File: src/include/adc_macros.svh
// adc78h90 scan subsystem sizes: clock division, frame length, channels and fifo depth
`ifndef ADC_MACROS_SVH
`define ADC_MACROS_SVH

// clock cycles per sclk period, one per sequencer bit state
`define ADC_SCLK_DIV 4

// serial frame length in sclk periods, 4 leading zeros then 12 result bits
`define ADC_FRAME_BITS 16

// scanned inputs AIN1 to AIN5, addresses 0 to 4
`define ADC_NUM_CHANNELS 5

// sample fifo entries, equal to the sequencer's credits after reset
`define ADC_FIFO_DEPTH 4

// forward power sensor sits on AIN5
`define ADC_FWD_CHANNEL 4

`endif

File: src/design/adc_pkg.sv
// shared types for the adc78h90 scan path: samples, channel tags, credits and sequencer states
package adc_pkg;

	typedef logic [11:0] adc_sample_t;   // one 12-bit conversion result
	typedef logic [2:0]  adc_chan_t;     // input address as sent in control word bits 13:11
	typedef logic [2:0]  adc_credit_t;   // sequencer credits, holds 0 to fifo depth

	// one bit of the serial frame takes select, sclk_high, sclk_low, next_bit
	typedef enum logic [2:0] {
		seq_idle,        // ncs high between frames, waits here without credit
		seq_select,      // ncs low, mosi updated
		seq_sclk_high,   // sclk rises, miso sampled
		seq_sclk_low,    // sclk falls, converter shifts next bit
		seq_next_bit     // count down or close the frame
	} adc_seq_state_t;

endpackage

File: src/design/adc_spi_sequencer.sv
// adc78h90 serial sequencer: scans AIN1..AIN5 and pushes tagged results against fifo credits
`timescale 1ns/100ps
`include "adc_macros.svh"

module adc_spi_sequencer import adc_pkg::*; (
	input  logic        clock,
	input  logic        rst_n,
	input  logic        credit_return,   // one pulse per entry freed in the fifo
	output logic        ncs,
	output logic        sclk,
	output logic        mosi,
	input  logic        miso,
	output logic        push,
	output adc_chan_t   push_chan,
	output adc_sample_t push_sample
);

	localparam int bit_w = $clog2(`ADC_FRAME_BITS);
	localparam logic [bit_w-1:0] last_bit = bit_w'(`ADC_FRAME_BITS - 1);
	localparam adc_chan_t last_chan = adc_chan_t'(`ADC_NUM_CHANNELS - 1);

	adc_seq_state_t state;
	logic [bit_w-1:0] bit_cnt;                 // counts frame bits down to 0
	logic [`ADC_FRAME_BITS-1:0] ctrl_word;     // msb goes out first
	adc_chan_t   addr;                         // address sent in this frame
	adc_chan_t   tag;                          // address sent in the previous frame
	adc_sample_t rx_shift;                     // keeps the last 12 bits seen on miso
	adc_credit_t credit_cnt;
	logic        first_frame;                  // result of the first frame has no owner
	logic        frame_end;
	logic        push_now;

	// control word: two don't-care bits, then ADD2..ADD0, rest zero
	assign ctrl_word = {2'b00, addr, 11'b0};

	assign frame_end = (state == seq_next_bit) && (bit_cnt == '0);
	assign push_now  = frame_end && !first_frame;   // credit was checked at frame start

	// frame fsm, outputs registered like the sclk divider they come from
	always_ff @(posedge clock or negedge rst_n) begin
		if (!rst_n) begin
			state   <= seq_idle;
			bit_cnt <= last_bit;
			ncs     <= 1'b1;
			sclk    <= 1'b0;
			mosi    <= 1'b0;
		end else begin
			case (state)
				seq_idle: begin
					ncs     <= 1'b1;
					bit_cnt <= last_bit;
					if (credit_cnt != '0)   // no room downstream, hold the bus quiet
						state <= seq_select;
				end
				seq_select: begin
					ncs   <= 1'b0;
					mosi  <= ctrl_word[bit_cnt];
					state <= seq_sclk_high;
				end
				seq_sclk_high: begin
					sclk  <= 1'b1;
					state <= seq_sclk_low;
				end
				seq_sclk_low: begin
					sclk  <= 1'b0;
					state <= seq_next_bit;
				end
				seq_next_bit: begin
					if (bit_cnt == '0) begin
						state <= seq_idle;
					end else begin
						bit_cnt <= bit_cnt - 1'b1;
						state   <= seq_select;
					end
				end
				default: state <= seq_idle;
			endcase
		end
	end

	// miso taken on the rising sclk edge, converter changed it on the previous fall
	always_ff @(posedge clock) begin
		if (state == seq_sclk_high)
			rx_shift <= {rx_shift[10:0], miso};
	end

	// channel scan and result tagging
	always_ff @(posedge clock or negedge rst_n) begin
		if (!rst_n) begin
			addr        <= '0;
			tag         <= '0;
			first_frame <= 1'b1;
		end else if (frame_end) begin
			tag         <= addr;                              // next result belongs to addr
			addr        <= (addr == last_chan) ? '0 : addr + 1'b1;
			first_frame <= 1'b0;
		end
	end

	// push strobe, high in the idle cycle right after the last bit
	always_ff @(posedge clock or negedge rst_n) begin
		if (!rst_n)
			push <= 1'b0;
		else
			push <= push_now;
	end

	// payload for the fifo
	always_ff @(posedge clock) begin
		if (push_now) begin
			push_chan   <= tag;        // the frame just closed returned tag's conversion
			push_sample <= rx_shift;
		end
	end

	// one credit spent per push, one back per returned entry
	always_ff @(posedge clock or negedge rst_n) begin
		if (!rst_n)
			credit_cnt <= adc_credit_t'(`ADC_FIFO_DEPTH);
		else
			credit_cnt <= credit_cnt + adc_credit_t'(credit_return) - adc_credit_t'(push_now);
	end

endmodule

File: src/design/adc_sample_fifo.sv
// tagged sample fifo between sequencer and monitor, hands one credit back per released entry
`timescale 1ns/100ps
`include "adc_macros.svh"

module adc_sample_fifo import adc_pkg::*; (
	input  logic        clock,
	input  logic        rst_n,
	input  logic        push,
	input  adc_chan_t   push_chan,
	input  adc_sample_t push_sample,
	input  logic        pop,
	output logic        valid,
	output adc_chan_t   pop_chan,
	output adc_sample_t pop_sample,
	output logic        credit_return
);

	localparam int ptr_w = $clog2(`ADC_FIFO_DEPTH);
	localparam int cnt_w = $clog2(`ADC_FIFO_DEPTH + 1);

	adc_chan_t   chan_mem [`ADC_FIFO_DEPTH];
	adc_sample_t data_mem [`ADC_FIFO_DEPTH];
	logic [ptr_w-1:0] wr_ptr;
	logic [ptr_w-1:0] rd_ptr;
	logic [cnt_w-1:0] count;          // entries held, 0 to depth
	logic             do_pop;

	assign valid      = (count != '0);
	assign do_pop     = pop && valid;   // empty pops are ignored
	assign pop_chan   = chan_mem[rd_ptr];
	assign pop_sample = data_mem[rd_ptr];

	// storage, no full check since the sequencer only pushes with credit
	always_ff @(posedge clock) begin
		if (push) begin
			chan_mem[wr_ptr] <= push_chan;
			data_mem[wr_ptr] <= push_sample;
		end
	end

	always_ff @(posedge clock or negedge rst_n) begin
		if (!rst_n) begin
			wr_ptr <= '0;
			rd_ptr <= '0;
			count  <= '0;
		end else begin
			if (push)
				wr_ptr <= wr_ptr + 1'b1;   // depth is a power of two, wraps by itself
			if (do_pop)
				rd_ptr <= rd_ptr + 1'b1;
			case ({push, do_pop})
				2'b10:   count <= count + 1'b1;
				2'b01:   count <= count - 1'b1;
				default: count <= count;     // both or neither
			endcase
		end
	end

	// freed slot goes back to the sequencer one cycle after the pop
	always_ff @(posedge clock or negedge rst_n) begin
		if (!rst_n)
			credit_return <= 1'b0;
		else
			credit_return <= do_pop;
	end

endmodule

File: src/design/adc_power_monitor.sv
// latest-reading store per channel with read port and AIN5 forward power alarm
`timescale 1ns/100ps
`include "adc_macros.svh"

module adc_power_monitor import adc_pkg::*; (
	input  logic        clock,
	input  logic        rst_n,
	input  logic        hold,         // freezes consumption, fifo fills and stalls the scan
	input  logic        valid,
	output logic        pop,
	input  adc_chan_t   pop_chan,
	input  adc_sample_t pop_sample,
	input  adc_sample_t fwd_limit,
	input  adc_chan_t   read_chan,
	output adc_sample_t read_value,
	output logic        fwd_alarm
);

	localparam adc_chan_t num_chan = adc_chan_t'(`ADC_NUM_CHANNELS);

	adc_sample_t chan_val [`ADC_NUM_CHANNELS];   // latest result per input

	// take the head entry whenever there is one and we are not held
	assign pop = valid && !hold;

	// register file, channels read zero until their first real result
	always_ff @(posedge clock or negedge rst_n) begin
		if (!rst_n) begin
			for (int i = 0; i < `ADC_NUM_CHANNELS; i++)
				chan_val[i] <= '0;
		end else if (pop && (pop_chan < num_chan)) begin
			chan_val[pop_chan] <= pop_sample;
		end
	end

	// read port and alarm, one cycle behind the store
	always_ff @(posedge clock or negedge rst_n) begin
		if (!rst_n) begin
			read_value <= '0;
			fwd_alarm  <= 1'b0;
		end else begin
			read_value <= (read_chan < num_chan) ? chan_val[read_chan] : '0;   // unused inputs read 0
			fwd_alarm  <= (chan_val[`ADC_FWD_CHANNEL] > fwd_limit);        // strictly above limit
		end
	end

endmodule

File: src/design/adc_subsystem.sv
// adc78h90 subsystem top: serial sequencer feeding the sample fifo feeding the power monitor
`timescale 1ns/100ps

module adc_subsystem import adc_pkg::*; (
	input  logic        clock,
	input  logic        rst_n,
	output logic        ncs,
	output logic        sclk,
	output logic        mosi,
	input  logic        miso,
	input  logic        hold,
	input  adc_sample_t fwd_limit,
	input  adc_chan_t   read_chan,
	output adc_sample_t read_value,
	output logic        fwd_alarm
);

	// sequencer to fifo
	logic        push;
	adc_chan_t   push_chan;
	adc_sample_t push_sample;
	logic        credit_return;

	// fifo to monitor
	logic        pop;
	logic        valid;
	adc_chan_t   pop_chan;
	adc_sample_t pop_sample;

	adc_spi_sequencer i_sequencer (
		.clock         (clock),
		.rst_n         (rst_n),
		.credit_return (credit_return),
		.ncs           (ncs),
		.sclk          (sclk),
		.mosi          (mosi),
		.miso          (miso),
		.push          (push),
		.push_chan     (push_chan),
		.push_sample   (push_sample)
	);

	adc_sample_fifo i_fifo (
		.clock         (clock),
		.rst_n         (rst_n),
		.push          (push),
		.push_chan     (push_chan),
		.push_sample   (push_sample),
		.pop           (pop),
		.valid         (valid),
		.pop_chan      (pop_chan),
		.pop_sample    (pop_sample),
		.credit_return (credit_return)
	);

	adc_power_monitor i_monitor (
		.clock      (clock),
		.rst_n      (rst_n),
		.hold       (hold),
		.valid      (valid),
		.pop        (pop),
		.pop_chan   (pop_chan),
		.pop_sample (pop_sample),
		.fwd_limit  (fwd_limit),
		.read_chan  (read_chan),
		.read_value (read_value),
		.fwd_alarm  (fwd_alarm)
	);

endmodule

File: config.mk
export PLATFORM = sky130hd
export DESIGN_NAME = adc_subsystem
export DESIGN_NICKNAME = d
export VERILOG_FILES = /design/src/design/adc_pkg.sv /design/src/design/adc_spi_sequencer.sv /design/src/design/adc_sample_fifo.sv /design/src/design/adc_power_monitor.sv /design/src/design/adc_subsystem.sv
export VERILOG_INCLUDE_DIRS = /design/src /design/src/include
export SDC_FILE = /design/constraint.sdc
export NUM_CORES = 1
export LEC_CHECK = 0
export ABC_CLOCK_PERIOD_IN_PS = 3250
export BUFFER_PORTS_ARGS = -buffer_cell sky130_fd_sc_hd__clkbuf_2
export CORE_MARGIN = 5
export CORE_UTILIZATION = 30
export CTS_BUF_LIST = sky130_fd_sc_hd__clkbuf_4 sky130_fd_sc_hd__clkbuf_8
export DETAILED_ROUTE_END_ITERATION = 8
export GPL_ROUTABILITY_DRIVEN = 0
export PLACE_DENSITY = 0.53
export SYNTH_ARGS = -nofsm -noshare
export SYNTH_HDL_FRONTEND = slang
export SYNTH_HIERARCHICAL = 1
export SYNTH_SLANG_ARGS = --single-unit
File: constraint.sdc
create_clock -name clock -period 3.25 [get_ports clock]
set_input_delay 0.4875 -clock clock [delete_from_list [all_inputs] [get_ports clock]]
set_output_delay 0.4875 -clock clock [all_outputs]
set_load 0.02 [all_outputs]
==> metrics.cfg <==
[power_and_ir_drop]
p_leak_nw = 3.650
irDropWorstVdd_v = 0.0003138
powerDensity_nw_per_um2 = 640.4

[critical_path]
critical_path_required_ns = 3.64
path_class = flop to flop
start_kind = flop
crit_arrival_ns = 3.11
cp-end-kind = flop
crit_fanout = 7

[placement]
dpl_cell_area_um2 = 8393
dp_hpwl_mm = 9.259
numPortBuffers = 34

[die]
fp.dieH_um = 171.9
initial_utilization = 0.3033
rows = 59
die_area_um2 = 29530
coreArea_um2 = 25910
die_w_um = 171.9
ios = 35

[timing]
fmax_ghz = 0.3676
slew_headroom = 0.4670
tns_ns = 0
finalClockSkew_ns = 0.02283
worst_slew_pin_slew_ns = 0.7995
period_share = 0.8371
final_max_slew_viol_count = 0
holdWs_ns = 0.06822
rsz0062_at_grt = no
layout_min_cycle_time_ns = 2.721
hold_viol = 0
finalSetupViolations = 0

[drt]
drc = 0
ant_nets = 0
wl_mm = 13.59
firstDrtPassIters = 4
drt_iter0_markers = 160
detail_route.wl_per_cell_um = 15.55
avgViaCountPerCell = 4.484
vias = 3919

[cells_and_area]
diodes = 0
layout.nets = 570
layout-drive-gt1-share = 0.3247
final_cell_area_um2 = 8820
post-route-util = 0.3404
syn2layout_area_growth_pct = 12.23

[clock_tree]
postCtsSetupBuffers = 0
cts-root-buf = clkbuf_8
path_clk_slew_ns = 0.11
htree_levels = 4
cts_made_buffers = 17
cts_sinks = 189
clockBufferDepth = 2
tritoncts = built
clkLatencyLatePin_ns = 0.46
cts_resized = 0
ctsHoldBuffers = 0

[yosys]
synth.area.top_cells = edfxtp_1 (33%), dfrtp_1 (30%), mux2_2 (9.3%)
synth_common_cells = dfrtp_1 (95), edfxtp_1 (87), mux2_2 (65), inv_1 (39)
ys_seq_area_frac = 0.6583
netlist_instances = 479
synth_edf_count = 87
synth.most_common_cell = dfrtp_1
syn_area_um2 = 7859
synth_area_per_cell_um2 = 16.41
synth_seq_cells = 189
synth.distinct_cells = 50
synth_ff_type = dfrtp_1
yosys_warnings = 6
synth_top_area_frac = 0.3324
async_flop_share = 0.5397
mappedNetlistNets = 523
yosysTopAreaCell = edfxtp_1

[flow_run]
maxCapViolations = 0

[global_route]
overflow = 0
grt_max_degree = 58
grt_use_total = 0.09771
antenna_found_initial = 0
grt_pass1_vias = 4209
grt_pass1_wl_mm = 22.38

[outcome]
status = completed

[worst_hold_path]
min_path_type = input port to asynchronous set/reset pin

-- sequential cells by signal, summed over array words and instances, names as in the netlist --
signal / cells
i_sequencer/state: 3
i_sequencer/push_chan: 3
i_sequencer/tag: 3
i_sequencer/mosi: 1
i_fifo/chan_mem: 12
i_sequencer/first_frame: 1
i_fifo/credit_return: 1
i_monitor/fwd_alarm: 1
i_fifo/data_mem: 48
i_monitor/chan_val: 60
i_sequencer/push: 1
i_sequencer/ncs: 1
i_sequencer/credit_cnt: 3
i_fifo/rd_ptr: 2
i_sequencer/bit_cnt: 4
i_sequencer/rx_shift: 12
i_monitor/read_value: 12
i_sequencer/addr: 3
i_sequencer/sclk: 1
i_fifo/wr_ptr: 2
i_sequencer/push_sample: 12
i_fifo/count: 3
-- report_power, final --
| group | total, mW | internal [mW] | switching, mW |
|---|---|---|---|
| Combinational | 1.01 | 0.472 | 0.541 |
| Clock | 1.65 | 0.801 | 0.852 |
| Sequential | 2.98 | 2.79 | 0.194 |
| Total | 5.65 | 4.06 | 1.59 |
-- final cells by class --
cell class	count	area (um^2)
fill	2458	17090
sequential	189	5174
multi-input combinational	235	2406
tap	335	419.2
clock buffer	18	247.7
timing repair buffer	44	247.7
clock inverter	14	178.9
inverter	39	146.4
-- cell families after synthesis --
logic type,share of synthesized area
DFF,0.6583
muxes,0.1756
and+or+nand+nor,0.04856
buffers and inverters,0.03582
AOI/OAI and AO/OA,0.02993
adders and majority gates,0.04171
xor gates and xnor gates,0.01003
-- metal layers --
layer | wire length, um | track usage | vias to the layer above | share of wire
met1 | 6293 | 0.1258 | 2010 | 0.46
met5 | 0 | 0 | - | 0
met4 | 128 | 0.02973 | 0 | 0.0094
li1 | - | - | 1850 | -
met2 | 6671 | 0.1621 | 51 | 0.49
met3 | 500 | 0.02698 | 8 | 0.037
-- cells in the final DEF, fill, tap and decap left out, types with 2 or more instances in the layout --
cell and n:
dfrtp_1 95, edfxtp_1 87, mux2_2 65, inv_1 39, clkbuf_2 33, nand2_1 23
ha_1 23, mux4_2 19, o21ai_0 19, clkbuf_8 18, buf_4 11, mux4_1 8
nor2_1 8, dfstp_2 7, a21oi_1 6, nand3_1 6, and2_1 5, xnor2_1 5
nand2b_1 5, clkinv_2 4, xor2_1 4, nor2b_1 4, inv_6 3, bufinv_16 3
inv_8 3, or3_1 3, nand4_1 3, nor2_2 3, fa_1 2, nor3_1 2
-- path summary, 6_finish.rpt --
path                                               startpoint                               endpoint  slack, ns  cells past startpoint
min in group clock                                       miso      i_sequencer/rx_shift[0]$_DFFE_PP_       0.22                      1
setup reg to reg           i_sequencer/bit_cnt[0]$_DFFE_PN1P_    i_sequencer/credit_cnt[2]$_DFF_PN1_       0.53                     12
max in group asynchronous                               rst_n     i_sequencer/bit_cnt[2]$_DFFE_PN1P_       2.25                      2
hold / removal                                          rst_n     i_monitor/read_value[11]$_DFF_PN0_       0.07                      1
hold reg to reg            i_sequencer/rx_shift[11]$_DFFE_PP_  i_sequencer/push_sample[11]$_DFFE_PP_       0.42                      0
setup / recovery           i_sequencer/bit_cnt[0]$_DFFE_PN1P_    i_sequencer/credit_cnt[2]$_DFF_PN1_       0.53                     12
-- stage by stage --
step	setup WS [ns]	power, mW	cells
2_1_floorplan	0.2146	3.780	479
3_3_place_gp	0.7386	4.018	842
3_5_place_dp	0.5698	4.071	842
4_1_cts	0.5263	5.743	874
5_1_grt	0.3244	5.969	874
6_report	0.5294	5.648	874
-- critical path: stages (launching register included) --
cell     delay [ns]
dfstp_2        0.40
inv_1          0.12
ha_1           0.21
nor3b_2        0.42
nand3_1        0.19
nor2_2         0.14
ha_1           0.24
inv_1          0.06
ha_1           0.13
inv_1          0.05
fa_1           0.37
xnor2_1        0.19
xnor2_1        0.16
(Power assumes the default switching activity.)
